File: config.mk
export PLATFORM = sky130hd
export DESIGN_NAME = sync_queue
export DESIGN_NICKNAME = d
export VERILOG_FILES = /design/src/rtl/sync_queue.sv
export SDC_FILE = /design/constraint.sdc
export NUM_CORES = 1
export LEC_CHECK = 0
export ABC_AREA = 1
export BUFFER_PORTS_ARGS = -buffer_cell sky130_fd_sc_hd__buf_4
export CORE_MARGIN = 2
export CORE_UTILIZATION = 48
export DETAILED_ROUTE_END_ITERATION = 10
export GPL_ROUTABILITY_DRIVEN = 0
export PLACE_DENSITY_LB_ADDON = 0.05
export SLEW_MARGIN = 20
export SYNTH_ARGS = -nofsm -noshare
export SYNTH_HDL_FRONTEND = slang
export SYNTH_SLANG_ARGS = --single-unit
File: constraint.sdc
create_clock -name clk -period 3.4 [get_ports clk]
set_input_delay 0.34 -clock clk [delete_from_list [all_inputs] [get_ports clk]]
set_output_delay 0.34 -clock clk [all_outputs]
set_load 0.02 [all_outputs]
File: src/rtl/sync_queue.sv
`timescale 1ns/1ps

module sync_queue #(
    parameter type payload_t = logic,
    parameter int  DEPTH     = 8
) (
    input  logic     clk,
    input  logic     arst_n,
    input  logic     kill,
    input  logic     wvalid,
    input  payload_t wdata,
    output logic     wready,
    input  logic     rready,
    output logic     rvalid,
    output payload_t rdata
);

    payload_t store [DEPTH];

    logic [$clog2(DEPTH)-1:0]   rptr;
    logic [$clog2(DEPTH)-1:0]   wptr;
    logic [$clog2(DEPTH+1)-1:0] count;
    logic                       do_write;
    logic                       do_read;

    assign rvalid   = count != 0;
    assign rdata    = store[rptr];
    assign do_write = wvalid && (count != DEPTH);
    assign do_read  = rready && rvalid;

    // look-ahead: leave room for the word still in flight
    assign wready = (count <= DEPTH - 2) || ((count == DEPTH - 1) && !wvalid);

    always_ff @(posedge clk) begin
        if (do_write && !kill) begin
            store[wptr] <= wdata;
        end
    end

    always_ff @(posedge clk or negedge arst_n) begin
        if (!arst_n) begin
            rptr  <= '0;
            wptr  <= '0;
            count <= '0;
        end else if (kill) begin
            rptr  <= '0;
            wptr  <= '0;
            count <= '0;
        end else begin
            if (do_write) begin
                wptr <= (wptr == DEPTH - 1) ? '0 : wptr + 1'b1;
            end
            if (do_read) begin
                rptr <= (rptr == DEPTH - 1) ? '0 : rptr + 1'b1;
            end
            case ({do_write, do_read})
                2'b10:   count <= count + 1'b1;
                2'b01:   count <= count - 1'b1;
                default: count <= count;
            endcase
        end
    end

endmodule

## Yosys cells after proc, flatten, opt, wreduce, memory -nomap -nowiden

Memories as Yosys holds them, arrays and structs flattened.
Index checks and enable logic that the tools add are counted.
Widths: inputs -> output; s select.

- Register bits after elaboration: 10
- Word-level logic and storage cells: 36
- Memories: 1
- Bits in writable memories: 8
- Output and inout bits: 3

- Reduce and logical (&&, ||, !) cells: 11
- Equal/unequal tests: 6
- Mux-type cells: 10
- Magnitude comparators: 1
- Add/subtract/negate cells: 4

Memories:

| memory | words | width | read ports | clocked after memory_dff | write ports | line | RTL |
|---|---|---|---|---|---|---|---|
| store | 8 | 1 | 1 | 0 | 1 | 18 | `payload_t store [DEPTH];` |

Operators by type and width:

| kind | count |
|---|---|
| $mux 3 | 6 |
| $pmux 4 s2 | 1 |
| $add 3x1->3 const B | 2 |
| $eq 3x3->1 const B | 2 |
| $add 4x1->4 const B | 1 |
| $eq 4x3->1 const B | 1 |
| $le 4x3->1 const B | 1 |
| $logic_and 1x1->1 | 4 |
| $mux 4 | 1 |
| $ne 4x4->1 const B | 1 |
| $reduce_bool 2->1 | 2 |
| $reduce_bool 4->1 | 1 |
| $sub 4x1->4 const B | 1 |
| $reduce_bool 3->1 | 1 |
| $eq 2x1->1 const B | 1 |
| $eq 2x2->1 const B | 1 |
| $logic_not 1->1 | 2 |
| $mux 1 | 2 |
| $logic_or 1x1->1 | 1 |

## Longest topological paths before layout

- Depth in word-level cells: 5
- Depth in mapped cells: 14
- Depth with buffers taken out: 14

## Least setup slack after synthesis

Ideal clock, no wire load.

- Kind: reg2reg
- From: reg count[0]
- To: reg count[3]
- Clock period less this slack: 1699 ps
- Arrival: 1582 ps
- Slack: 1701 ps
- Required time: 3283 ps
- Buffers on the path: 0
- Stages on the path, launching flop included: 13
- Cells stage by stage: dfrtp_1 -> nor2_2 -> nand2_2 -> nand2_4 -> nand2_2 -> inv_1 -> ha_1 -> inv_1 -> nor2_1 -> nor2_1 -> nand3_1 -> nand3_1 -> nand2_1

- Word-level cells in the longest chain between the ends: 5
- Elaborated cells on any way between the ends: 11
- Classes of those cells: add/sub (2); eq/ne (3); mux (2); reduce/logical (4)

RTL lines:

| item | line | RTL |
|---|---|---|
| from (decl) | 22 | `logic [$clog2(DEPTH+1)-1:0] count;` |
| from (signal assigned) | 57 | `2'b10: count <= count + 1'b1;` |
| from (signal assigned) | 58 | `2'b01: count <= count - 1'b1;` |
| from (signal assigned) | 59 | `default: count <= count;` |
| $ne 4x4->1 / $reduce_bool 4->1 (equally long branches) | 28, 26 |  |
| $logic_and 1x1->1, on equally long branches | 28, 29 |  |
| $eq 2x1->1 / $eq 2x2->1 (equally long branches) | 56 | `case ({do_write, do_read})` |
| $pmux 4 s2 | 56 |  |
| $mux 4 | 45 | `end else if (kill) begin` |

Several ways; a longest one is shown, not always the timed one.
A chain may end at the register's enable or synchronous reset.

## Final worst setup path

Ends and elaborated chain as after synthesis.

==> summary.md <==
| Metric | Value |
|---|---|
| Vias | 795 |
| Critical-path cell list | nor2_2 -> nand2_2 -> nand2_4 -> nand2_2 -> inv_1 -> ha_1 -> inv_1 -> nor2_1 -> nor2_1 -> nand3_1 -> nand3_1 -> nand2_1 |
| Nets | between 100 and 150 |
| GRT Residual Overflow | 0 |
| Worst-skew pair later-pin latency | 0.30 ns |
| Initial antenna violation count | 0 |
| Fillers | about 180 |
| All-Layer GR Usage | about 17% |
| Clk buf depth | 2 |
| WL final | approximately 1.9 mm |
| Final slew viol count | 0 |
| Fin Setup TNS | 0 ns |
| First-pass GRT wire length | 3.24 mm |
| P_leak | ~0.54 nW |
| Slowest stage delay, CP | 0.46 ns |
| Critical path capture point type | flip-flop |
| Yosys top cell by area | dfrtp_1 |
| Final Worst Setup Slack | about 1.5 ns |
| Worst Path Max Fanout | 6 |
| Synth cell types | 22 |
| Clock Sinks | 18 |
| Synth cell count leaders | 21 x nand2_1, 20 x nor2_1, 14 x inv_1, 10 x dfrtp_1 |
| Power Density | between 600 and 700 nW/um2 |
| Maxcap violations | 0 |
| RSZ-0062 raised after global routing | false |
| I/O pins | 9 |
| Post_cts resized | 0 |
| Worst Path Arrival | between 2 and 2.5 ns |
| DPL Wire Length | roughly 1.5 mm |
| PortBufs | 8 |
| Hold Vio Cnt, Final | 0 |
| Dominant cells by area after synthesis | dfrtp_1 24%, edfxtp_1 23%, nand2_1 7.7% |
| Core Rows | 16 |
| Clock skew | approximately 0.0031 ns |
| Number of diodes | 0 |
| Post-synth EDFFs | 8 |
| # setup viols final | 0 |
| Initial core utilization | around half |
| CTS tree | yes |
| Routed Antenna Nets | 0 |
| Largest net degree at the start of global routing | 11 |
| DRC | 0 |
| Worst slew margin | 82.2% |
| Fraction of registers with async set/reset | 55.6% |
| F_max | about 530 MHz |
| Critical Path RT | approximately 3.6 ns |
| H-tree lvl count | 1 |
| YS warnings | 0 |
| Die width | around 50 um |
| Die Ht | approximately 50 um |
| Post-Syn Area per Cell | between 8 and 9 um2 |
| Pin slew with the least headroom to its limit | 0.265 ns |
| Startpoint Class | flip-flop |
| Final cycle utilization of the critical path | 55.2% |
| Net Count, Synth | between 100 and 150 |
| CTS clk-pin slew, worst paths | 0.10 ns |
| Worst hold path class | input port to flip-flop |
| Gate Count Post-Synth | about 120 |
| #FFs+latches synth | 18 |
| DRT Pass-1 Iters | 4 |
| Hold_buf cts | 1 |
| Root Driver | clkbuf_4 |
| Seq/Total Area, Yosys | a little under half |
| Die footprint | ~2500 um2 |
| Outcome | finished, final reports clean |
| Vias in the first global route | a little over 700 |
| Core Area | roughly 2000 um2 |
| Cell Area, Synth | ~1000 um2 |
| Total CTS buffers | 3 |
| Tmin final | 1.88 ns |
| DR vias/cell | about 4.9 |
| CP delay by family, top | simple AND/OR/NAND/NOR gates |
| DRT iter0 DRCs | 20 |
| Top cell type's share of synthesized area | around 24% |
| # Post-CTS Setup Buffers | 0 |
| Top_reg_cell synth | dfrtp_1 |
| VDD IR-drop max | about 500 uV |
| Layout cell share with drive strength beyond 1 | 18.7% |
| CP Buf/Inv Count | 2 |
| WL/cell | approximately 12 um |
| Most common cell in the synthesized netlist | nand2_1 |
| Slowest CP cell | dfrtp_1 |
| Syn-to-layout area delta | 12.7% |
| Setup CP Type | flip-flop to flip-flop |
| Setup WS pre-CTS | 1.53 ns |
==> stage by stage <==
step / cell area [um2] / std cells / hold slack (ns) / total power (W) / utilization, %
global placement: 1120 / 156 / 0.184 / 0.000667 / 56.4
floorplan: 1020 / 121 / 0.0444 / 0.000575 / -
detailed placement: 1120 / 156 / 0.186 / 0.000676 / 56.4
CTS: 1150 / 161 / 0.270 / 0.000787 / 58.2
global route: 1150 / 161 / 0.259 / 0.000850 / 58.2
finish: 1150 / 161 / 0.268 / 0.000784 / 58.2
==> area by class of cell <==
type | count | area, um2 | area share, %
multi-input cells | 85 | 465 | 40.3
repair buffers | 9 | 70.1 | 6.07
flip-flops and latches | 18 | 490 | 42.5
inverters | 18 | 67.6 | 5.86
clock inverters | 1 | 3.75 | 0.325
clock buffers | 3 | 22.5 | 1.95
well taps | 27 | 33.8 | 2.93
==> layer usage <==
metal,up-vias,part of all wire (%),routed length (um),GRT usage (%)
li1,422,-,-,-
met1,364,48,920,23.0
met2,7,48,920,28.5
met3,2,2.2,41,2.68
met4,0,1.0,19,4.17
met5,-,0,0,0
==> layout by cell type, fill, tap and decap left out, types with 2 or more instances in the layout <==
cell | netlist | routed
buf_4 | 0 | 8
clkbuf_4 | 0 | 3
clkinv_1 | 1 | 2
dfrtp_1 | 10 | 10
edfxtp_1 | 8 | 8
ha_1 | 6 | 6
inv_1 | 14 | 14
inv_2 | 3 | 3
nand2_1 | 21 | 21
nand2_2 | 5 | 5
nand3_1 | 9 | 9
nor2_1 | 20 | 20
nor2_2 | 3 | 3
o21ai_0 | 9 | 9
o21ai_1 | 2 | 2
o22ai_1 | 2 | 2
==> worst register-to-register path, cell delays in order, from the launching register on <==
cell and delay [ns]:
dfrtp_1 0.46, nor2_2 0.24, nand2_2 0.11, nand2_4 0.09
nand2_2 0.09, inv_1 0.08, ha_1 0.24, inv_1 0.09
nor2_1 0.05, nor2_1 0.11, nand3_1 0.08, nand3_1 0.09
nand2_1 0.05
==> path summary, 6_finish.rpt <==
kind	from	endpoint	slack (ns)	depth (start not counted)
worst max-delay path	count[0]$_DFFE_PN0P_	count[3]$_DFFE_PN0P_	1.52	12
min in group asynchronous	arst_n	rptr[1]$_DFFE_PN0P_	0.39	2
worst min-delay path	wdata	store[0]$_DFFE_PP_	0.27	1
worst min register to register	count[0]$_DFFE_PN0P_	count[0]$_DFFE_PN0P_	0.59	1
max in group asynchronous	arst_n	count[1]$_DFFE_PN0P_	2.86	2
worst max register to register	count[0]$_DFFE_PN0P_	count[3]$_DFFE_PN0P_	1.52	12
==> power breakdown <==
group	total [W]	leakage, nW	internal (W)	switching [W]
logic	0.000357	0.314	0.000136	0.000221
clock network	0.000110	0.0154	0.0000428	0.0000673
registers	0.000317	0.207	0.000262	0.0000546
total	0.000784	0.536	0.000441	0.000343
==> cells by family (layout without fill, tap and decap cells) <==
logic type                 Yosys count  count (layout)  share of synthesized area [%]
and+or+nand+nor                     61              61                           27.1
adders and majority gates            6               6                           7.33
DFF                                 18              18                           47.9
AOI/OAI and AO/OA                   17              17                           10.1
xor gates and xnor gates             1               1                          0.856
buffers and inverters               18              31                           6.60
==> state kept, by name (all words and copies together) (netlist names) <==
| signal | flops |
|---|---|
| rptr | 3 |
| wptr | 3 |
| count | 4 |
| store | 8 |
No activity file was read; power rests on OpenSTA's default activity.
