`src/rtl/fetch_pkg.sv`:
```
package fetch_pkg;

    localparam int XLEN        = 32;
    localparam int MEM_WORDS   = 256;
    localparam int MEM_AW      = 8;
    localparam int QUEUE_DEPTH = 8;

    // predictor indexed by pc[7:2]
    localparam int BP_ENTRIES  = 64;
    localparam int BP_IW       = $clog2(BP_ENTRIES);

    localparam logic [XLEN-1:0] RESET_PC = 32'h0000_0000;

    // addi x0, x0, 0
    localparam logic [XLEN-1:0] INST_NOP = 32'h0000_0013;

    localparam logic [6:0] OP_JAL    = 7'b1101111;
    localparam logic [6:0] OP_BRANCH = 7'b1100011;

    typedef logic [XLEN-1:0] addr_t;
    typedef logic [XLEN-1:0] inst_t;

    typedef struct packed {
        logic              valid;
        addr_t             addr;
        logic              wen;
        logic [XLEN-1:0]   wdata;
    } mem_req_t;

    typedef struct packed {
        logic              valid;
        logic [XLEN-1:0]   rdata;
        logic              error;
    } mem_resp_t;

    // queue and decode payload
    typedef struct packed {
        addr_t  addr;
        inst_t  inst;
        logic   error;
    } fetch_entry_t;

    typedef struct packed {
        logic   valid;
        addr_t  addr;
    } redirect_t;

    typedef struct packed {
        logic   valid;
        addr_t  pc;
        logic   taken;
    } br_info_t;

endpackage

```
`src/rtl/bimodal_predictor.sv`:
```
`timescale 1ns/1ps

module bimodal_predictor
    import fetch_pkg::*;
(
    input  logic     clk,
    input  logic     arst_n,
    input  addr_t    pc,
    input  br_info_t br_info,
    output logic     taken
);

    logic [1:0] counters [BP_ENTRIES];

    logic [BP_IW-1:0] rd_idx;
    logic [BP_IW-1:0] wr_idx;
    logic [1:0]       wr_cnt;

    assign rd_idx = pc[BP_IW+1:2];
    assign wr_idx = br_info.pc[BP_IW+1:2];
    assign wr_cnt = counters[wr_idx];

    // upper half of the counter range predicts taken
    assign taken = counters[rd_idx][1];

    always_ff @(posedge clk or negedge arst_n) begin
        if (!arst_n) begin
            for (int i = 0; i < BP_ENTRIES; i++) begin
                // weakly not-taken
                counters[i] <= 2'd1;
            end
        end else if (br_info.valid) begin
            if (br_info.taken) begin
                if (wr_cnt != 2'd3) begin
                    counters[wr_idx] <= wr_cnt + 2'd1;
                end
            end else begin
                if (wr_cnt != 2'd0) begin
                    counters[wr_idx] <= wr_cnt - 2'd1;
                end
            end
        end
    end

endmodule

```
`config.mk`:
```
export PLATFORM = sky130hd
export DESIGN_NAME = bimodal_predictor
export DESIGN_NICKNAME = d
export VERILOG_FILES = /design/src/rtl/fetch_pkg.sv /design/src/rtl/bimodal_predictor.sv
export SDC_FILE = /design/constraint.sdc
export NUM_CORES = 1
export LEC_CHECK = 0
export ABC_AREA = 1
export BUFFER_PORTS_ARGS = -buffer_cell sky130_fd_sc_hd__buf_2
export CORE_UTILIZATION = 50
export CTS_BUF_LIST = sky130_fd_sc_hd__clkbuf_4 sky130_fd_sc_hd__clkbuf_8
export CTS_CLUSTER_DIAMETER = 40
export DETAILED_ROUTE_END_ITERATION = 6
export PLACE_DENSITY = 0.68
export SLEW_MARGIN = 20
export SYNTH_ARGS = -nofsm -noshare
export SYNTH_HDL_FRONTEND = slang
export SYNTH_SLANG_ARGS = --single-unit
```
`constraint.sdc`:
```
create_clock -name clk -period 6.3 [get_ports clk]
set_input_delay 1.26 -clock clk [delete_from_list [all_inputs] [get_ports clk]]
set_output_delay 1.26 -clock clk [all_outputs]
set_load 0.01 [all_outputs]
```
* Word-level counts from Yosys, hierarchy flattened *
Cells that the tools add are included.

operators by class
  eq/ne operators = 2
  add/subtract/negate cells = 2
  order comparisons = 3
  muxes and demuxes = 13
  reductions and logical operators = 4
  bitwise gates (word level) = 2

operators by type and width
  kind                                                   count
  2-to-1 mux 128 bit                                     3
  bitwise mux 128 bit                                    2
  binary-select mux 2 bit (select 6 bit)                 2
  >= comparator 7 bit, second input constant             2
  inverter 6 -> 7 bit                                    2
  demux 2 bit (select 6 bit)                             1
  2-to-1 mux 2 bit                                       5
  < comparator 7 x 1 -> 1 bit, second input constant     1
  nonzero test 2 bit                                     2
  AND reduction 3 bit                                    1
  adder 2 x 1 -> 2 bit, second input constant            1
  inequality test 2 x 1 -> 1 bit, second input constant  1
  inequality test 2 bit, second input constant           1
  subtractor 2 x 1 -> 2 bit, second input constant       1
  logical AND 1 bit                                      1

word-level totals
  bits of input ports = 68
  word-level logic and storage cells = 90
  output and inout bits = 1
  flip-flop bits (word level) = 128

* Depth between registers and ports, before layout *
  word-level depth = 8
  mapped depth = 23
  depth with buffers taken out = 20

* Least setup slack after synthesis *
OpenSTA, ideal clock, no wires.

  path type = input-to-reg
  start point = input br_info[3] (netlist bit)
  end point = register counters[17] (netlist bit)
  setup slack = 2498 ps
  stages = 19
  arrival time = 3661 ps
  cell sequence = buf_4 > buf_6 > or2_1 > o211ai_1 > nand2_1 > o21ai_1 > nand2_1 > nor2_1 > buf_4 > nand2_1 > ha_1 > nand2_1 > nand2_1 > a21oi_1 > nand4_1 > nor2_1 > inv_1 > nand2_1 > o21ai_1

between the ends
  cells in the longest elaborated chain, start to end = 8
  elaborated cells between the ends (all ways) = 21
  those cells by class = add/sub (2); order compare (2); eq/ne (2); mux (10); bitwise (1); reduce/logical (4)

RTL lines
  item                                                                                line                                                                       source
  start, declared                                                                     bimodal_predictor.sv:9                                                     input br_info_t br_info,
  inverter 6 -> 7 bit (implied by the code) *                                         bimodal_predictor.sv:21, bimodal_predictor.sv:35, bimodal_predictor.sv:39
  binary-select mux 2 bit (select 6 bit), or another cell as far along                bimodal_predictor.sv:21                                                    assign wr_cnt = counters[wr_idx];
  2-to-1 mux 2 bit (implied by the code) / logical AND 1 bit (equally long branches)  bimodal_predictor.sv:21, bimodal_predictor.sv:35, bimodal_predictor.sv:39
  2-to-1 mux 2 bit, on equally long branches                                          bimodal_predictor.sv:21, bimodal_predictor.sv:35, bimodal_predictor.sv:39
  subtractor 2 x 1 -> 2 bit, or another cell as far along                             bimodal_predictor.sv:39                                                    counters[wr_idx] <= wr_cnt - 2'd1;
  bitwise mux 128 bit, on equally long branches                                       bimodal_predictor.sv:39, bimodal_predictor.sv:35
  2-to-1 mux 128 bit, on equally long branches                                        bimodal_predictor.sv:38, bimodal_predictor.sv:34
  2-to-1 mux 128 bit                                                                  bimodal_predictor.sv:33                                                    if (br_info.taken) begin
  end signal, assigned by index                                                       bimodal_predictor.sv:35                                                    counters[wr_idx] <= wr_cnt + 2'd1;
  end signal, assigned by index                                                       bimodal_predictor.sv:39
  end, declared                                                                       bimodal_predictor.sv:13                                                    logic [1:0] counters [BP_ENTRIES];

Mark *: on every way between the ends. The rest lies on a longest branch, timed or not. The select of a mux whose other input is x is not followed.
A chain may end at the register's enable or synchronous reset.

* Worst setup path after layout *
  start point = input br_info[3] (netlist bit)
  end point = register counters[29] (netlist bit)

The elaborated chain is that of the path after synthesis.

==> flow_summary.toml <==
[route]
vias = 7158
firstDrtPassIters = 7
first_iter_violations = 807
ant_nets = 0
drc = 1
wl_mm = 21.9
wl_per_cell_um = 16.7
via_per_inst = 5.44

[clocking]
post_cts_buffers = 0
hold_buffers = 0
h-tree-depth = 4
cts_tree = "done"
cts_made_buffers = 17
cts_resized = 0
clk_pin_slew_worst_paths_ns = 0.08
root_buffer = "clkbuf_8"
clkLatencyLatePin_ns = 0.46
clock_sinks = 128
cts_max_path_buffers = 2

[sta]
finalMaxSlewViolations = 0
holdWs_ns = 0.466
period_minus_slack_ns = 4.98
worst_slew_pin_slew_ns = 1.07
tns_ns = 0
slew_headroom_pct = 28.4
final_hold_viol_count = 0
rsz0062_at_grt = "false"
finalClockSkew_ns = 0.0113
finalCritPeriodShare_pct = 79.0
finalSetupViolations = 0
fmax_mhz = 201

[global_route]
grt_use_total_pct = 29.5
grt_pass1_vias = 6485
antenna_found_initial = 0
grt_max_degree = 72
grt.overflow.total = 0
grt_pass1_wl_mm = 35.3

[worst_setup_path]
required_ns = 6.63
path_buf_inv = 4
reg2reg_setup_slack_ns = 2.82
worstSetupStartpoint = "br_info[3]"
worstPathCellList = "buf_2, inv_2, buf_4, nand2_1, a21oi_1, o21ai_0, nand2_1, nand2_1, nand2_1, nor2_1, nand3_1, ha_1, nand2_1, nand2_1, a21oi_1, nand3_1, nor2_1, inv_1, nand2_1, o21ai_1"
crit_slowest_cell = "nand3_1"
cpPeakStageDelay_ns = 0.72
cp_max_fo = 30
crit_arrival_ns = 5.31
cp-start-kind = "input port"
worstSetupPathType = "in -> reg"
cpMostUsedCell = "nand2_1"
crit_family = "simple AND/OR/NAND/NOR gates"
cp-end-kind = "register"

[cells_and_area]
layout_commonest_cell = "nand2_1"
drive_gt1_share_pct = 11.3
antenna_cells = 0
layout_common_cells = "nand2_1 (496), nand3_1 (131), inv_1 (100)"
nNetsFinal = 1189
finalInstanceArea_um2 = 8080
finalNonFillerCells = 1316
syn_to_final_growth_pct = 7.31

[placement]
place_inst = 1284
place.gp.congestion = 0.851
io_buffers = 16
place_area_um2 = 7640
hpwl_mm = 13.3

[pwr]
power_leakage_nw = 3.72
power_density_nw_per_um2 = 282
peakVddDrop_v = 0.000209
fin_total_pwr_mw = 2.28

[outcome]
status = "complete, but fails checks"
violations = "design-rule violations"

[yosys]
synth_fa_ha_area_share_pct = 0.332
synth_area_um2 = 7530
synthMuxAreaShare_pct = 0
synthCells = 1127
synthSimpleGateAreaFrac_pct = 38.7
avgSynthCellArea_um2 = 6.68
ys_seq_area_share_pct = 43.6
ys_ff_latch = 128
synth_nets = 1197
ys_warn_count = 0
synth_top_family_by_area = "simple AND/OR/NAND/NOR gates"
synth-compound-area-share_pct = 7.88
ys_types = 23
synth_xor_area_share_pct = 0.116

[floorplanning]
row_count = 44
dieWidth_um = 125
coreArea_um2 = 14600
die_area_um2 = 15600
start_util_pct = 51.6
ios = 69
die_y_um = 125

[job]
cap_violations = 0

[min_path]
min_path_type = "reg -> reg"
[layout make-up]
cell class | instances | area (µm²)
timing repair buffer | 27 | 165
inverter | 103 | 387
clock inverter | 11 | 160
tap | 184 | 230
fill | 1410 | 6510
clock buffer | 21 | 283
sequential | 128 | 3280
multi-input combinational | 842 | 3570
[where the power goes]
part	leakage, nW	switching [mW]	internal [mW]
logic	1.96	0.282	0.131
clock network	0.225	0.337	0.463
registers	1.54	0.0795	0.984
[cells in the mapped netlist]
cell type  count  area share (%)
or2_0          4            0.33
a21oi_1       27             1.8
nand2_1      496              25
xor2_1         1            0.12
nor2_1        79             3.9
inv_2          2            0.10
buf_4          4            0.40
nand4_1        2            0.17
nand3b_1       1            0.10
o21ai_1       57             3.8
o211ai_1       5            0.50
buf_1          4            0.20
or2_1          2            0.17
o21ai_0       27             1.8
inv_1        101             5.0
nor3_1         8            0.53
dfrtp_1       64              21
dfstp_2       64              22
clkbuf_1      18            0.90
buf_2         17             1.1
ha_1           2            0.33
buf_6         11             1.6
nand3_1      131             8.7
[logic make-up after synthesis]
kind of cell / after synthesis
AND/OR/NAND/NOR: 723
buffers and inverters: 157
flip-flops: 128
AO/OA/AOI/OAI: 116
adder cells (fa/ha/maj): 2
XOR/XNOR: 1
[metal layers]
layer	GRT usage, %	vias to the layer above	routed length (µm)
met1	40.5	3310	9700
met3	6.06	44	1750
met4	11.4	0	591
met5	0	-	0
met2	45.7	289	9900
li1	-	3515	-
[worst reg2reg max path, delay by kind of cell (launching register included)]
family	cells	cell delay (ns)
buffers and inverters	2	0.16
adders and majority gates	1	0.18
DFF	1	0.54
AOI/OAI and AO/OA	2	0.53
and+or+nand+nor	13	1.93
[stage by stage]
step / util, % / setup WS (ns)
2_1_floorplan: - / 2.50
3_3_place_gp: 52.3 / 1.05
3_5_place_dp: 52.3 / 1.01
4_1_cts: 55.4 / 1.50
5_1_grt: 55.4 / 1.04
6_report: 55.4 / 1.32
[worst paths after layout]
path | endpoint | depth (start not counted)
max reg2reg | counters[29]$_DFFE_PN0P_ | 18
max | counters[29]$_DFFE_PN0P_ | 20
min | register | 2
min in group asynchronous | counters[115]$_DFFE_PN0P_ | 1
min reg2reg | register | 2
max in group asynchronous | counters[75]$_DFFE_PN0P_ | 2
Power figures use the tool's default switching activity.
