--- src/rtl/fetch_pkg.sv ---
package fetch_pkg;

    localparam int XLEN        = 32;
    localparam int MEM_WORDS   = 256;
    localparam int MEM_AW      = 8;
    localparam int QUEUE_DEPTH = 8;

    // predictor indexed by pc[7:2]
    localparam int BP_ENTRIES  = 64;
    localparam int BP_IW       = $clog2(BP_ENTRIES);

    localparam logic [XLEN-1:0] RESET_PC = 32'h0000_0000;

    // addi x0, x0, 0
    localparam logic [XLEN-1:0] INST_NOP = 32'h0000_0013;

    localparam logic [6:0] OP_JAL    = 7'b1101111;
    localparam logic [6:0] OP_BRANCH = 7'b1100011;

    typedef logic [XLEN-1:0] addr_t;
    typedef logic [XLEN-1:0] inst_t;

    typedef struct packed {
        logic              valid;
        addr_t             addr;
        logic              wen;
        logic [XLEN-1:0]   wdata;
    } mem_req_t;

    typedef struct packed {
        logic              valid;
        logic [XLEN-1:0]   rdata;
        logic              error;
    } mem_resp_t;

    // queue and decode payload
    typedef struct packed {
        addr_t  addr;
        inst_t  inst;
        logic   error;
    } fetch_entry_t;

    typedef struct packed {
        logic   valid;
        addr_t  addr;
    } redirect_t;

    typedef struct packed {
        logic   valid;
        addr_t  pc;
        logic   taken;
    } br_info_t;

endpackage

--- src/rtl/mem_arbiter.sv ---
`timescale 1ns/1ps

module mem_arbiter
    import fetch_pkg::*;
(
    input  logic      clk,
    input  logic      arst_n,
    input  mem_req_t  fetch_req,
    output logic      fetch_gnt,
    input  mem_req_t  apb_req,
    output logic      apb_gnt,
    output mem_req_t  mem_req,
    input  mem_resp_t mem_resp,
    output mem_resp_t fetch_resp,
    output mem_resp_t apb_resp
);

    // owner of the access granted last cycle
    logic owner_apb;

    // apb always wins
    assign apb_gnt   = apb_req.valid;
    assign fetch_gnt = fetch_req.valid && !apb_req.valid;
    assign mem_req   = apb_gnt ? apb_req : fetch_req;

    always_ff @(posedge clk or negedge arst_n) begin
        if (!arst_n) begin
            owner_apb <= 1'b0;
        end else begin
            owner_apb <= apb_gnt;
        end
    end

    always_comb begin
        fetch_resp       = mem_resp;
        fetch_resp.valid = mem_resp.valid && !owner_apb;
        apb_resp         = mem_resp;
        apb_resp.valid   = mem_resp.valid && owner_apb;
    end

endmodule

--- config.mk ---
export PLATFORM = sky130hd
export DESIGN_NAME = mem_arbiter
export DESIGN_NICKNAME = d
export VERILOG_FILES = /design/src/rtl/fetch_pkg.sv /design/src/rtl/mem_arbiter.sv
export SDC_FILE = /design/constraint.sdc
export NUM_CORES = 1
export LEC_CHECK = 0
export BUFFER_PORTS_ARGS = -buffer_cell sky130_fd_sc_hd__buf_4
export CORE_AREA = 4 4 117 119
export CTS_CLUSTER_DIAMETER = 80
export CTS_CLUSTER_SIZE = 20
export DETAILED_ROUTE_END_ITERATION = 7
export DIE_AREA = 0 0 121 123
export GPL_TIMING_DRIVEN = 0
export SYNTH_ARGS = -nofsm -noshare
export SYNTH_HDL_FRONTEND = slang
export SYNTH_SLANG_ARGS = --single-unit
--- constraint.sdc ---
create_clock -name clk -period 1.9 [get_ports clk]
set_input_delay 0.57 -clock clk [delete_from_list [all_inputs] [get_ports clk]]
set_output_delay 0.57 -clock clk [all_outputs]
set_load 0.005 [all_outputs]
# ---- Word-level counts from Yosys, hierarchy flattened
# Index checks and enable logic that the tools add are counted.
dict set report totals {
  register_bits 1
  inputBits 168
  output_inout_bits 136
  wordCells 7
}
dict set report op_classes {
  n_mux 1
  reduce_logical 5
}
# cell n
set ops {}
lappend ops {{$mux W66} 1}
lappend ops {{$logic_and A1 B1 Y1} 3}
lappend ops {{$logic_not A1 Y1} 2}

# ---- Longest topological paths before layout
# Gate-level depths: netlist of the first run.
dict set report logic_depth {
  depth_word 2
  depth_mapped 3
  mapped_depth_nobuf 1
}

# ---- Worst setup path after synthesis of the first run
# No wires, ideal clock.
dict set report synth_timing {
  kind {input -> output}
  startpoint {input port apb_req[65] in the netlist's numbering}
  endpoint {output port mem_req[35] in the netlist's numbering}
  arrival_time_ns 1.205
  required_ns 1.330
  path_slack_ns 0.125
  path_stages 3
  n_path_buf 2
  path_cell_list {buf_4 > buf_6 > mux2_4}
}
# element line_no
set synth_rtl {}
lappend synth_rtl {{start, declared} mem_arbiter.sv:10} ;# input mem_req_t apb_req,
lappend synth_rtl {{end, declared} mem_arbiter.sv:12} ;# output mem_req_t mem_req,

==> results of run 1 <==
critical path: stages:
cell and delay (ns):
buf_12 0.11, buf_12 0.13, buf_12 0.14, mux2_4 0.30, buf_6 0.12
cells by family (layout without fill, tap and decap cells):
family | count (synthesis) | after routing | synth area share
buffers and inverters | 74 | 348 | 0.3867
multiplexers | 65 | 65 | 0.5787
AND/OR/NAND/NOR | 4 | 4 | 0.01731
flip-flops | 1 | 1 | 0.01730
metrics by stage:
stage | power, mW | util | hold WS (ns) | setup TNS (ns)
after global placement | 0.8665 | 0.2935 | 0.3459 | -12.37
after detailed placement | 0.8792 | 0.2935 | 0.3483 | -13.16
after floorplan | 0.3438 | - | 0.2744 | 0
after global routing | 1.011 | 0.3144 | 0.3509 | -3.080
after CTS | 0.9577 | 0.3132 | 0.3484 | -2.894
final | 0.9508 | 0.3144 | 0.3476 | -1.895
how the worst min path moves through the flow:
stage | start | to | cells past startpoint
after global routing | arst_n | owner_apb$_DFF_PN0_ | 1
after detailed placement | arst_n | owner_apb$_DFF_PN0_ | 1
after floorplan | arst_n | owner_apb$_DFF_PN0_ | 0
after CTS | arst_n | owner_apb$_DFF_PN0_ | 1
final | arst_n | owner_apb$_DFF_PN0_ | 1
after global placement | arst_n | owner_apb$_DFF_PN0_ | 1
area by class of cell:
cell class	count	area (um^2)	share of cell area
buffer	74	609.3	0.1542
multi-input combinational	69	883.3	0.2236
timing repair buffer	274	2218	0.5614
tap	172	215.2	0.05446
sequential	1	25.02	0.006333
per-layer routing:
| layer | share of wire | GRT usage | vias up | wire length [um] |
|---|---|---|---|---|
| met5 | 0 | 0 | - | 0 |
| met4 | 0.0032 | 0.002833 | 0 | 27 |
| met3 | 0.080 | 0.01327 | 2 | 676 |
| met2 | 0.55 | 0.1858 | 110 | 4652 |
| met1 | 0.37 | 0.1215 | 901 | 3118 |
| li1 | - | - | 975 | - |
placed cells by master (no fill, tap or decap), drive strengths merged:
master and n:
and2 1, buf 347, bufbuf 1, dfrtp 1, mux2 65, nor2b 2
or2 1
power by group:
group,leakage [nW],total [mW],switching [mW],internal (mW)
clock network,0,0,0,0
registers,0.0117,0.0232,0.000428,0.0228
logic,2.16,0.928,0.255,0.672
timing repair:
action	in CTS	in global routing
pin swaps	1	0
buffers inserted	2	1
endpoints found under the hold margin	0	0
resized for setup	53	2
endpoints found under the setup margin	67	65
cloned	1	0
==> reports/metrics.cfg, run 1 <==
[drt]
viasPerCell = 3.369
routed_wirelength_mm = 8.474
wl_per_cell_um = 14.36
dr.pass1.iters = 4
drcViolationCount = 0
drtIter0Drc = 24
postRouteAntennaNets = 0
vias = 1988

[final_layout]
reg.largest.list = owner_apb: 1 flops
drive_gt1_frac = 0.9904
top_register = owner_apb
syn_to_final_growth_pct = 173.2
nFillCells = 1321
largest_reg_flops = 1
final_cells = 590
finalNetCount = 588
final_area_um2 = 3951
n_antenna_cell = 0

[die]
die_x_um = 121
die-area_um2 = 14880
design.core.area_um2 = 12570
rows = 41
dieHeight_um = 123
io_pins = 304
start_util = 0.1151

[placement]
dp_slack_ns = -0.2833
dp_hpwl_mm = 7.706
gp_congestion = 0.8804
dpl_cell_area_um2 = 3689
dp_cells = 586
port_buffers = 270

[worst_setup_path]
cp-end-kind = primary output
critPathKind = input port to primary output
cp-start-kind = input port
critPathLaunch = apb_req[65]
crit_fanout = 10
setup.worst_path.end = mem_req[44]
worstPathRequired_ns = 1.33
worstPathArrival_ns = 1.39

[synth]
ys_seq_area_frac = 0.01730
synth_edf_count = 0
synthFlopType = dfrtp_1
yosys.area.top_type = buf_4
synthArstFlopShare = 1.000
ys_ff_latch = 1
synth_area_um2 = 1446
yosysMostFrequentCell = buf_4
synth.top_cell.area_share = 0.3529
avgSynthCellArea_um2 = 10.04
synth_cells = 144
ys_types = 9
synth_top_cells_by_area = buf_4 35%, mux2_4 29%, mux2_2 29%
syn_nets = 312
yosysWarnings = 0
synthTopCellsByCount = 68 x buf_4, 37 x mux2_2, 28 x mux2_4, 3 x buf_2, 3 x buf_6

[global_routing]
grt_pass1_vias = 2242
grt_overflow_total = 0
grt_usage = 0.09702
grt_max_degree = 11
antenna_found_initial = 0
grt_pass1_wl_mm = 11.77

[cts]
cts.hold.buffers_added = 0
clkTransAtPathRegs_ns = 0

[sta]
fin_crit_ns = 1.962
rsz0062_at_grt = yes
min_period_over_period = 1.032
worst_slew_pin_slew_ns = 0.1341
setup_ws_ns = -0.06150
slew_headroom = 0.9106
setup_violations = 49
maxSlewViolCount = 0
max_freq_ghz = 0.5098
finalHoldViolations = 0

[power_and_ir_drop]
cellLeakagePower_nw = 2.171
p_per_area_nw_per_um2 = 240.6
ir_drop_uv = 193.4

[flow_run]
timing.max_cap.violations = 0

[status]
status = complete, but fails checks
violations = negative setup slack

[min_path]
hold_path_class = input port to async pin

(Power assumes the default switching activity.)
==> run 2: changes to the inputs <==
--- a/config.mk
+++ b/config.mk
@@ -6,12 +6,16 @@
 export NUM_CORES = 1
 export LEC_CHECK = 0
 export BUFFER_PORTS_ARGS = -buffer_cell sky130_fd_sc_hd__buf_4
-export CORE_AREA = 4 4 117 119
+export CELL_PAD_IN_SITES_DETAIL_PLACEMENT = 0
+export CELL_PAD_IN_SITES_GLOBAL_PLACEMENT = 2
+export CORE_ASPECT_RATIO = 1.4
+export CORE_MARGIN = 4
+export CORE_UTILIZATION = 10
 export CTS_CLUSTER_DIAMETER = 80
 export CTS_CLUSTER_SIZE = 20
 export DETAILED_ROUTE_END_ITERATION = 7
-export DIE_AREA = 0 0 121 123
 export GPL_TIMING_DRIVEN = 0
+export PLACE_DENSITY_LB_ADDON = 0.1
 export SYNTH_ARGS = -nofsm -noshare
 export SYNTH_HDL_FRONTEND = slang
 export SYNTH_SLANG_ARGS = --single-unit
==> run 2 against run 1 <==
Against the previous run:
- flip-flop and latch count did not move
- wire length rose by 0.15%
- final area rose by 0.79%
- the run still ends with negative setup slack left
- maximum frequency fell by 0.16%
- die area rose by 11%
==> reports/metrics.cfg, run 2 (same netlist as run 1, synthesis figures left out) <==
[final_layout]
final_common_cell = buf_4  ; unchanged
final_area_um2 = 3983  ; was 3951 um^2
ff_latch_area_um2 = 25.02  ; unchanged
largest_reg_flops = 1  ; unchanged
reg.largest.list = owner_apb: 1 flops  ; unchanged
n_antenna_cell = 0  ; unchanged
final_cell_mix = 304 x buf_4, 36 x buf_6, 35 x mux2_4, 30 x mux2_2, 6 x buf_12  ; was 308 x buf_4, 34 x buf_6, 33 x mux2_4, 32 x mux2_2, 5 x buf_12
syn_to_final_growth_pct = 175.3  ; was 173.2%
top_register = owner_apb  ; unchanged
multiInputGateArea_um2 = 890.9  ; was 883.3 um^2
nFillCells = 1514  ; was 1321
finalNetCount = 587  ; was 588
drive_gt1_frac = 0.9904  ; about the same

[worst_setup_path]
worstPathArrival_ns = 1.39  ; about the same
critPathKind = input port to primary output  ; unchanged
worstPathRequired_ns = 1.33  ; about the same
cp-start-kind = input port  ; unchanged
crit_fanout = 10  ; unchanged
cp-end-kind = primary output  ; unchanged

[placement]
dp_hpwl_mm = 7.932  ; was 7.706 mm
gp_congestion = 0.7128  ; was 0.8804
port_buffers = 270  ; unchanged
dpl_cell_area_um2 = 3705  ; was 3689 um^2

[drt]
postRouteAntennaNets = 0  ; unchanged
routed_wirelength_mm = 8.487  ; was 8.474 mm
viasPerCell = 3.389  ; was 3.369
drcViolationCount = 0  ; unchanged
drtIter0Drc = 17  ; was 24
vias = 2040  ; was 1988
wl_per_cell_um = 14.10  ; was 14.36 um
dr.pass1.iters = 2  ; was 4

[global_routing]
grt_max_degree = 11  ; unchanged
grt_pass1_wl_mm = 11.12  ; was 11.77 mm
antenna_found_initial = 0  ; unchanged
grt_usage = 0.08504  ; was 0.09702
grt_overflow_total = 0  ; unchanged
grt_pass1_vias = 2190  ; was 2242

[sta]
worst_slew_pin_slew_ns = 0.1344  ; was 0.1341 ns
min_period_over_period = 1.034  ; was 1.032
max_freq_ghz = 0.5090  ; was 0.5098 GHz
setup_ws_ns = -0.06465  ; was -0.06150 ns
maxSlewViolCount = 0  ; unchanged
rsz0062_at_grt = yes  ; unchanged
slew_headroom = 0.9104  ; was 0.9106
setup_violations = 39  ; was 49
fin_crit_ns = 1.965  ; was 1.962 ns
finalHoldViolations = 0  ; unchanged

[power_and_ir_drop]
cellLeakagePower_nw = 2.175  ; was 2.171 nW
ir_drop_uv = 68.35  ; was 193.4 uV
fin_total_pwr_mw = 0.9394  ; was 0.9508 mW
p_per_area_nw_per_um2 = 235.9  ; was 240.6 nW/um^2

[die]
die-area_um2 = 16480  ; was 14880 um^2
io_pins = 304  ; unchanged
die_x_um = 109.6  ; was 121 um
design.core.area_um2 = 14040  ; was 12570 um^2
dieHeight_um = 150.3  ; was 123 um
rows = 51  ; was 41
start_util = 0.1030  ; was 0.1151

[cts]
cts.hold.buffers_added = 0  ; unchanged
clkTransAtPathRegs_ns = 0  ; about the same

[min_path]
hold_path_class = input port to async pin  ; unchanged

[status]
violations = negative setup slack  ; unchanged
status = complete, but fails checks  ; unchanged

[flow_run]
timing.max_cap.violations = 0  ; unchanged

[run 2: cell types whose count changed in the layout (fill, tap and decap cells not counted), sizes merged]
cell / previous run / this run
bufbuf: 1 / 0
[run 2: worst paths after layout]
kind / cells past startpoint / from / slack [ns] / end
min in group clk: 1 / apb_req[65] / 0.70 / owner_apb$_DFF_PN0_
max: 5 / apb_req[65] / -0.06 / mem_req[52]
min: 1 / arst_n / 0.35 / owner_apb$_DFF_PN0_
max in group asynchronous: 1 / arst_n / 1.47 / owner_apb$_DFF_PN0_
[run 2: cell type report]
| class | instances | area share |
|---|---|---|
| Buffer | 74 | 0.1521 |
| Tap cell | 185 | 0.05812 |
| Timing Repair Buffer | 273 | 0.5598 |
| Multi-Input combinational cell | 69 | 0.2237 |
| Sequential cell | 1 | 0.006283 |
[run 2: repair_timing]
item,in CTS,in global routing
gates resized for setup,60,0
setup buffers,2,0
setup endpoints to repair,67,66
endpoints found under the hold margin,0,0
cloned,1,0
[run 2: through the flow]
step,hold WS [ns],instances,utilization,setup slack [ns],TNS (ns)
finish,0.3479,602,0.2837,-0.06465,-1.817
global route,0.3540,602,0.2837,-0.08540,-3.262
CTS,0.3491,602,0.2837,-0.07235,-2.272
detailed placement,0.3490,599,0.2639,-0.2579,-11.37
global placement,0.3477,599,0.2639,-0.2448,-10.84
floorplan,0.2744,144,-,0.1254,0
[run 2: power breakdown]
| group | internal [mW] | total (mW) | switching, mW |
|---|---|---|---|
| clock network | 0 | 0 | 0 |
| registers | 0.0228 | 0.0232 | 0.000417 |
| logic | 0.674 | 0.916 | 0.242 |
[run 2: worst max-delay path: stages]
cell and delay, ns:
buf_12 0.11, buf_12 0.14, buf_12 0.15, mux2_4 0.30, buf_6 0.12
[run 2: routing by layer]
metal,routed length (um),GRT usage,part of all wire
met3,1178,0.02617,0.14
met1,1889,0.05824,0.22
met2,5307,0.2035,0.63
met5,0,0,0
met4,112,0.009357,0.013
