==> src/rtl/fetch_pkg.sv <==
package fetch_pkg;

    localparam int XLEN        = 32;
    localparam int MEM_WORDS   = 256;
    localparam int MEM_AW      = 8;
    localparam int QUEUE_DEPTH = 8;

    // predictor indexed by pc[7:2]
    localparam int BP_ENTRIES  = 64;
    localparam int BP_IW       = $clog2(BP_ENTRIES);

    localparam logic [XLEN-1:0] RESET_PC = 32'h0000_0000;

    // addi x0, x0, 0
    localparam logic [XLEN-1:0] INST_NOP = 32'h0000_0013;

    localparam logic [6:0] OP_JAL    = 7'b1101111;
    localparam logic [6:0] OP_BRANCH = 7'b1100011;

    typedef logic [XLEN-1:0] addr_t;
    typedef logic [XLEN-1:0] inst_t;

    typedef struct packed {
        logic              valid;
        addr_t             addr;
        logic              wen;
        logic [XLEN-1:0]   wdata;
    } mem_req_t;

    typedef struct packed {
        logic              valid;
        logic [XLEN-1:0]   rdata;
        logic              error;
    } mem_resp_t;

    // queue and decode payload
    typedef struct packed {
        addr_t  addr;
        inst_t  inst;
        logic   error;
    } fetch_entry_t;

    typedef struct packed {
        logic   valid;
        addr_t  addr;
    } redirect_t;

    typedef struct packed {
        logic   valid;
        addr_t  pc;
        logic   taken;
    } br_info_t;

endpackage

==> src/rtl/fetch_unit.sv <==
`timescale 1ns/1ps

module fetch_unit
    import fetch_pkg::*;
(
    input  logic         clk,
    input  logic         arst_n,
    input  logic         run,
    input  redirect_t    redirect,
    output mem_req_t     mem_req,
    input  logic         mem_gnt,
    input  mem_resp_t    mem_resp,
    output addr_t        pred_pc,
    input  logic         pred_taken,
    input  logic         q_wready,
    output logic         q_wvalid,
    output fetch_entry_t q_wdata
);

    addr_t pc;
    addr_t request_pc;
    logic  requested;

    logic         resp_ok;
    logic         word_ok;
    inst_t        word;
    logic [6:0]   opcode;
    logic [31:0]  imm_j;
    logic [31:0]  imm_b;
    logic         is_jal;
    logic         is_br;
    addr_t        seq_addr;
    addr_t        br_addr;
    addr_t        next_addr;
    addr_t        fetch_addr;
    logic         issue;

    assign resp_ok = requested && mem_resp.valid;
    assign word_ok = resp_ok && !mem_resp.error;
    assign word    = mem_resp.rdata;
    assign opcode  = word[6:0];

    // J and B immediates, sign extended
    assign imm_j = {{11{word[31]}}, word[31], word[19:12], word[20], word[30:21], 1'b0};
    assign imm_b = {{19{word[31]}}, word[31], word[7], word[30:25], word[11:8], 1'b0};

    // erroneous words are never decoded
    assign is_jal = word_ok && (opcode == OP_JAL);
    assign is_br  = word_ok && (opcode == OP_BRANCH);

    assign pred_pc  = request_pc;
    assign seq_addr = request_pc + 32'd4;
    assign br_addr  = pred_taken ? request_pc + imm_b : seq_addr;

    always_comb begin
        if (is_jal) begin
            next_addr = request_pc + imm_j;
        end else if (is_br) begin
            next_addr = br_addr;
        end else begin
            next_addr = seq_addr;
        end
    end

    // a returning word steers the request issued in the same cycle
    assign fetch_addr = resp_ok ? next_addr : pc;
    assign issue      = mem_req.valid && mem_gnt;

    always_comb begin
        mem_req.valid = run && !redirect.valid && q_wready;
        mem_req.addr  = fetch_addr;
        mem_req.wen   = 1'b0;
        mem_req.wdata = '0;
    end

    // response in flight is dropped on redirect
    assign q_wvalid = resp_ok && !redirect.valid;

    always_comb begin
        q_wdata.addr  = request_pc;
        q_wdata.inst  = mem_resp.error ? INST_NOP : word;
        q_wdata.error = mem_resp.error;
    end

    always_ff @(posedge clk or negedge arst_n) begin
        if (!arst_n) begin
            pc         <= RESET_PC;
            request_pc <= RESET_PC;
            requested  <= 1'b0;
        end else if (redirect.valid) begin
            // first request goes out next cycle
            pc         <= redirect.addr;
            request_pc <= redirect.addr;
            requested  <= 1'b0;
        end else begin
            // holds the target while the port is busy
            pc        <= fetch_addr;
            requested <= issue;
            if (issue) begin
                request_pc <= fetch_addr;
            end
        end
    end

endmodule

==> config.mk <==
export PLATFORM = sky130hd
export DESIGN_NAME = fetch_unit
export DESIGN_NICKNAME = d
export VERILOG_FILES = /design/src/rtl/fetch_pkg.sv /design/src/rtl/fetch_unit.sv
export SDC_FILE = /design/constraint.sdc
export NUM_CORES = 1
export LEC_CHECK = 0
export BUFFER_PORTS_ARGS = -buffer_cell sky130_fd_sc_hd__buf_2
export CORE_ASPECT_RATIO = 1.25
export CORE_MARGIN = 4
export CORE_UTILIZATION = 54
export CTS_CLUSTER_DIAMETER = 200
export DETAILED_ROUTE_END_ITERATION = 10
export PLACE_DENSITY = 0.9
export SKIP_LAST_GASP = 1
export SLEW_MARGIN = 30
export SYNTH_ARGS = -nofsm -noshare
export SYNTH_HDL_FRONTEND = slang
export SYNTH_SLANG_ARGS = --single-unit
==> constraint.sdc <==
create_clock -name clk -period 4.22 [get_ports clk]
set_input_delay 0.211 -clock clk [delete_from_list [all_inputs] [get_ports clk]]
set_output_delay 0.211 -clock clk [all_outputs]
set_load 0.005 [all_outputs]
; ---- Word-level counts from Yosys, hierarchy flattened
; Cells that the tools add are included.
[totals]
in_bits = 73
wordCells = 28
ff_bits = 65
[op_classes]
mux = 9
add_sub_neg = 3
n_reduce_logical = 11
n_eq_ne = 2
[op_table]
columns = cell, count
row1 = 32-bit 2-to-1 mux, 8
row2 = 32-bit adder, 2
row3 = 32-bit by 3-bit adder with 32-bit output (second input constant), 1
row4 = 7-bit equality test (second input constant), 2
row5 = 1-bit logical AND, 8
row6 = 1-bit zero test, 2
row7 = 2-bit nonzero test, 1
row8 = 1-bit 2-to-1 mux, 1

; ---- Longest topological paths before layout
; Gate-level depths: netlist of the first run.
[depth]
word_depth = 8
mapped_depth = 13

; ---- Least setup slack after synthesis of the first run
; Ideal clock, no wire load.
[synth_path]
path_type = register to output
from = register request_pc[1] (netlist: pred_pc[1])
to = output mem_req[60] in the netlist's numbering
arrival_ns = 2.954
required_time_ns = 4.009
slack_ns = 1.055
stages_incl_launch_ff = 14
path_buffers = 1
path_cell_list = dfrtp_1 ha_1 inv_1 fa_1 and2b_1 o2111ai_1 a2111o_1 and3_1 buf_6 a21o_1 o21ai_1 o22ai_1 a221o_1 o21a_1
[synth_rtl]
columns = item, line
row1 = from (decl), fetch_unit.sv:21  ; addr_t request_pc;
row2 = from (signal assigned), fetch_unit.sv:93  ; request_pc <= redirect.addr;
row3 = from (signal assigned), fetch_unit.sv:100  ; request_pc <= fetch_addr;
row4 = to (decl), fetch_unit.sv:10  ; output mem_req_t mem_req,

==> results of run 1 <==
-- Yosys cell counts (all sizes together), types with 13 or more instances --
master,count,area (um^2)
nor2,62,233
and3,13,81.3
a21o,28,210
dfrtp,65,1630
a21oi,87,439
ha,44,551
nand4,22,150
a31oi,19,119
xnor2,36,315
o21ai,65,325
nor2b,27,169
nand2b,21,131
nand3,36,180
buf,80,569
nor3,17,85.1
inv,32,120
nand2,98,368
clkbuf,45,171
o211ai,15,113
xor2,18,158
mux2,22,248
a211oi,16,130
-- power groups by stage --
stage / clock network [mW] / logic (mW) / registers [mW]
floorplan: 0 / 0.908 / 0.773
global placement: 0 / 1.27 / 0.788
detailed placement: 0 / 1.28 / 0.793
CTS: 0.727 / 1.29 / 0.784
global route: 0.755 / 1.44 / 0.797
finish: 0.726 / 1.33 / 0.793
-- worst max-delay path, stage by stage (launching register included) --
cell,delay (ns)
dfrtp_1,0.54
inv_1,0.15
fa_1,0.44
and2b_1,0.24
o2111ai_1,0.14
a2111o_1,0.47
and3_1,0.23
a21o_1,0.20
o21ai_1,0.16
o22ai_1,0.11
a221o_1,0.45
o21a_1,0.19
buf_2,0.12
-- flip-flops by register name (all words and copies together) (netlist names) --
| name | count |
|---|---|
| pred_pc | 32 |
| requested | 1 |
| pc | 32 |
-- cell families (layout without fill, tap and decap cells) --
logic type / after synthesis / in the layout / synth area share (%)
other: 1 / 33 / 0.0483
buffers and inverters: 158 / 272 / 11.1
AO/OA/AOI/OAI: 326 / 326 / 27.7
flip-flops: 65 / 65 / 20.9
multiplexers: 32 / 32 / 4.48
AND/OR/NAND/NOR: 338 / 338 / 22.0
XOR/XNOR: 54 / 54 / 6.09
adder cells (fa/ha/maj): 46 / 46 / 7.61
-- metrics by stage --
step / utilization (%) / hold slack, ns / area, um^2
after floorplan: - / -0.0846 / 7890
after global placement: 61.3 / 0.426 / 8540
after detailed placement: 61.3 / 0.431 / 8540
after CTS: 63.4 / 0.0824 / 8830
after global routing: 63.4 / 0.134 / 8830
final: 63.4 / 0.0556 / 8830
-- cell type report --
| class | count | area [um^2] | share of cell area, % |
|---|---|---|---|
| inverters | 33 | 124 | 1.40 |
| clock inverters | 3 | 40.0 | 0.454 |
| flip-flops and latches | 65 | 1630 | 18.4 |
| repair buffers | 223 | 1170 | 13.2 |
| clock buffers | 13 | 250 | 2.83 |
| well taps | 175 | 219 | 2.48 |
| multi-input cells | 829 | 5400 | 61.2 |
-- routing by layer --
layer	vias up	wire length (um)	part of all wire (%)	GRT usage [%]
met3	57	3340	12	4.08
met5	-	0	0	0
li1	3926	-	-	-
met1	4077	11100	40	46.9
met4	0	665	2.4	9.77
met2	599	12700	46	51.7
-- path summary, 6_finish.rpt --
| path | from | end | slack, ns | depth (start not counted) |
|---|---|---|---|---|
| setup / recovery | pred_pc[2]$_DFFE_PN0P_ | mem_req[60] | 0.23 | 12 |
| hold / removal | arst_n | pc[1]$_DFF_PN0_ | 0.06 | 2 |
| setup reg to reg | pred_pc[7]$_DFFE_PN0P_ | pred_pc[22]$_DFFE_PN0P_ | 0.63 | 10 |
| hold reg to reg | pred_pc[0]$_DFFE_PN0P_ | pred_pc[0]$_DFFE_PN0P_ | 0.58 | 1 |
| max in group asynchronous | arst_n | pred_pc[27]$_DFFE_PN0P_ | 3.63 | 2 |
| min in group clk | redirect[15] | pc[15]$_DFF_PN0_ | 0.12 | 3 |
-- layout by cell type, fill, tap and decap left out, types with 19 or more instances in the layout --
| cell type | count |
|---|---|
| conb_1 | 33 |
| xnor2_1 | 36 |
| inv_1 | 31 |
| nand2b_1 | 21 |
| nand2_1 | 98 |
| nor2_1 | 62 |
| o21ai_0 | 57 |
| a21oi_1 | 86 |
| dfrtp_1 | 65 |
| mux2_2 | 22 |
| a31oi_1 | 19 |
| nor2b_1 | 27 |
| nand3_1 | 36 |
| a21o_1 | 28 |
| ha_1 | 44 |
| buf_2 | 203 |
| nand4_1 | 20 |
| buf_4 | 20 |
==> impl_metrics.py, run 1 <==
metrics = {
    "final_layout": {
        "fillers": 1217,
        "final_nets": 1280,
        "area_delta_synth_final_pct": 13.7,
        "final_layout_size_suffix_gt1_share_pct": 24.4,
        "diodes": 0,
        "layoutNonFillerInstCount": 1341,
    },
    "placement": {
        "dp.cells": 1325,
        "hpwl_mm": 20.8,
        "gpl.final_weighted_congestion": 1.02,
        "port_buffers": 203,
        "dpl_worst_slack_ns": 0.666,
    },
    "grt": {
        "grt_usage_pct": 32.7,
        "gr-total-overflow": 0,
        "antenna_found_initial": 0,
        "grt_pass1_vias": 7866,
        "grt_max_degree": 66,
        "grt_pass1_wl_mm": 42.8,
    },
    "critical_path": {
        "cp_max_fo": 10,
        "cp-end-kind": "output pin",
        "required_ns": 4.01,
        "startpoint_type": "flip-flop",
        "crit_arrival_ns": 3.78,
        "critPathKind": "reg -> out",
    },
    "pwr": {
        "peakVddDrop_uv": 392,
        "internal_power_mw": 1.69,
        "seqPwrFrac_pct": 27.8,
        "switchingPower_mw": 1.16,
        "power.leakage_nw": 4.11,
        "p_sw_share_pct": 40.7,
        "p_comb_share_pct": 46.7,
        "power.clock.fraction_pct": 25.5,
        "power.density_nw_per_um2": 323,
        "power_mw": 2.85,
    },
    "job": {
        "drv_cap": 0,
    },
    "clock_tree": {
        "path_clk_slew_ns": 0.05,
        "clkSinkCount": 65,
        "cts_made_buffers": 9,
        "clk-insertion-delay-late_ns": 0.32,
        "clock_path_buffers": 2,
        "ctsHoldBuffers": 0,
        "clock-root-buffer": "clkbuf_16",
        "ctsResizeCount": 0,
        "h-tree-depth": 3,
        "cts_setup_buffers": 0,
        "tritoncts": "done",
    },
    "detailed_routing": {
        "drt_pass1_iterations": 5,
        "wire_per_inst_um": 20.8,
        "drc": 0,
        "num_vias": 8659,
        "final_antenna_net_count": 0,
        "via_per_inst": 6.46,
        "drt_iter0_drc": 992,
        "routed_wl_mm": 27.8,
    },
    "yosys": {
        "ys_seq_elements": 65,
        "syn_area_per_cell_um2": 7.61,
        "netlist_area_um2": 7760,
        "synth-edff-count": 0,
        "synthArstFlopShare_pct": 100,
        "synth_ff_type": "dfrtp_1",
        "synthCells": 1020,
        "yosysUniqueCellTypes": 82,
        "ys_seq_area_share_pct": 20.9,
        "yosysWarningCount": 0,
    },
    "timing": {
        "grt_setup_unrepaired": "no",
        "clock_skew_ns": 0.00682,
        "timing.slew.headroom_pct": 44.0,
        "hold_viol": 0,
        "setup_viol": 0,
        "finalCriticalPeriod_ns": 3.99,
        "slew_viol_final": 0,
        "finalSetupTns_ns": 0,
        "setup_slack_ns": 0.231,
        "fmax_mhz": 251,
        "tightest_slew_ns": 0.836,
        "post-route-period-util_pct": 94.5,
    },
    "die": {
        "die_area_um2": 16400,
        "rows": 48,
        "die_h_um": 142,
        "die_w_um": 115,
        "start_util_pct": 55.7,
        "io_pins": 237,
        "core_area_um2": 13900,
    },
    "outcome": {
        "status": "finished, final reports clean",
    },
    "worst_hold_path": {
        "hold_path.class": "in -> async",
    },
}
No activity file was read; power rests on OpenSTA's default activity.
==> run 2, diff against run 1 <==
BUFFER_PORTS_ARGS = unset   (was -buffer_cell sky130_fd_sc_hd__buf_2)
CORE_UTILIZATION = 60   (was 54)
DONT_BUFFER_PORTS = 1   (was unset)
PLACE_DENSITY = 0.83   (was 0.9)
==> impl_metrics.py, run 2 (synthesized netlist as in run 1, its figures left out) <==
metrics = {
    "pwr": {
        "power.leakage_nw": 3.32,
        "power.density_nw_per_um2": 346,
        "peakVddDrop_uv": 375,
    },
    "final_layout": {
        "fillers": 1154,
        "multi_input_area_um2": 5400,
        "layout_common_cells": "98 x nand2_1, 86 x a21oi_1, 65 x dfrtp_1",
        "stdcell_area_um2": 7890,
        "final_nets": 1080,
        "regArea_um2": 1630,
        "final_layout_size_suffix_gt1_share_pct": 8.80,
        "area_delta_synth_final_pct": 1.63,
        "final_common_cell": "nand2_1",
        "diodes": 0,
    },
    "placement": {
        "port_buffers": 0,
        "placedInstanceArea_um2": 7510,
        "dpl_worst_slack_ns": 0.654,
        "gpl.final_weighted_congestion": 1.04,
        "hpwl_mm": 18.8,
    },
    "timing": {
        "post-route-period-util_pct": 93.7,
        "finalCriticalPeriod_ns": 3.96,
        "hold_viol": 0,
        "grt_setup_unrepaired": "no",
        "whs_ns": 0.00530,
        "timing.slew.headroom_pct": 49.8,
        "finalSetupTns_ns": 0,
        "slew_viol_final": 0,
        "setup_viol": 0,
        "clock_skew_ns": 0.00905,
        "setup_slack_ns": 0.264,
        "tightest_slew_ns": 0.741,
        "fmax_mhz": 253,
    },
    "grt": {
        "grt_pass1_wl_mm": 38.5,
        "grt_usage_pct": 33.0,
        "grt_pass1_vias": 7120,
        "grt_max_degree": 66,
        "gr-total-overflow": 0,
        "antenna_found_initial": 0,
    },
    "outcome": {
        "status": "finished, final reports clean",
    },
    "critical_path": {
        "path_cells": "inv_1 -> fa_1 -> and2b_1 -> o2111ai_1 -> a2111o_1 -> and3_1 -> a21o_1 -> o21ai_1 -> o22ai_1 -> a221o_1 -> o21a_1",
        "crit_arrival_ns": 3.74,
        "critPathKind": "reg -> out",
        "reg2reg_slack_ns": 0.59,
        "rr_startpoint": "pred_pc[2]$_DFFE_PN0P_",
        "cp-startpoint": "pred_pc[2]$_DFFE_PN0P_",
        "startpoint_type": "flip-flop",
        "cp-end-kind": "output pin",
        "cp_max_fo": 10,
        "reg2reg_depth": 10,
        "cpPeakStageDelay_ns": 0.57,
        "r2r-end": "pc[29]$_DFF_PN0_",
        "required_ns": 4.01,
        "slowest_stage": "dfrtp_1",
    },
    "worst_hold_path": {
        "hold_path.class": "in -> reg",
        "worst_hold_path.num_cells": 2,
        "hp-start": "redirect[15]",
        "worstHoldEndpoint": "pc[15]$_DFF_PN0_",
    },
    "clock_tree": {
        "clkSinkCount": 65,
        "clock-root-buffer": "clkbuf_16",
        "ctsResizeCount": 0,
        "h-tree-depth": 3,
        "clk-insertion-delay-late_ns": 0.33,
        "tritoncts": "done",
        "path_clk_slew_ns": 0.06,
        "cts_made_buffers": 9,
        "clock_path_buffers": 2,
        "cts_setup_buffers": 0,
    },
    "detailed_routing": {
        "final_antenna_net_count": 0,
        "routed_wl_mm": 24.9,
        "drc": 0,
        "via_per_inst": 6.84,
        "num_vias": 7760,
        "drt_pass1_iterations": 6,
        "drt_iter0_drc": 927,
        "wire_per_inst_um": 22.0,
    },
    "die": {
        "die_w_um": 110,
        "start_util_pct": 61.3,
        "rows": 46,
        "core_area_um2": 12700,
        "die_h_um": 135,
        "io_pins": 237,
        "die_area_um2": 14800,
    },
    "job": {
        "drv_cap": 0,
    },
}
[run 2: cell count changes in the layout (fill, tap and decap cells not counted)]
cell	delta
buf_16	+1
inv_6	+1
buf_4	-1
bufinv_16	+1
dlygate4sd3_1	+3
clkinv_2	-2
buf_2	-203
clkbuf_8	-1
clkbuf_1	-3
clkinv_4	+3
clkinvlp_4	+1
[run 2: worst max-delay path by stage]
stage / end / slack [ns] / cells after the start
6_report: mem_req[60] / 0.26 / 11
3_3_place_gp: pc[29]$_DFF_PN0_ / 0.69 / 10
4_1_cts: mem_req[60] / 0.30 / 11
3_5_place_dp: pc[29]$_DFF_PN0_ / 0.65 / 10
5_1_grt: mem_req[58] / 0.07 / 11
2_1_floorplan: mem_req[60] / 1.05 / 13
[run 2: through the flow]
stage | power, mW | util [%] | std cells
detailed placement | 1.88 | 59.3 | 1114
global route | 2.88 | 62.3 | 1134
global placement | 1.87 | 59.3 | 1114
floorplan | 1.68 | - | 1052
finish | 2.73 | 62.3 | 1134
CTS | 2.70 | 62.3 | 1134
[run 2: per-layer routing]
layer,global-route usage [%],up-vias,wire length (um)
met4,9.08,0,527
met5,0,-,0
met3,6.34,42,3300
met1,48.1,3674,9980
li1,-,3515,-
met2,50.0,529,11100
[run 2: critical path: cells and delay by family, from the launching register on]
family,cells,cell delay (ns)
fa+ha+maj,1,0.45
compound gates,7,1.77
simple gates,2,0.47
buf+inv,1,0.16
flops,1,0.57
[run 2: power by group]
group / internal, mW / leakage [nW] / switching [mW] / total, mW
Sequential: 0.690 / 0.765 / 0.117 / 0.806
Clock: 0.521 / 0.156 / 0.279 / 0.801
Combinational: 0.429 / 2.40 / 0.698 / 1.13
Total: 1.64 / 3.32 / 1.09 / 2.73
[run 2: final cells by class]
cell class,instances,area share (%)
Timing Repair Buffer,23,2.54
Inverter,33,1.57
Sequential cell,65,20.6
Tap cell,168,2.66
Multi-Input combinational cell,829,68.5
Clock buffer,9,2.85
Clock inverter,7,1.30
[run 2: repair_timing]
action                     CTS  global route
setup endpoints to repair    0             0
hold endpoints to repair    72             0
hold buffers                 4             0
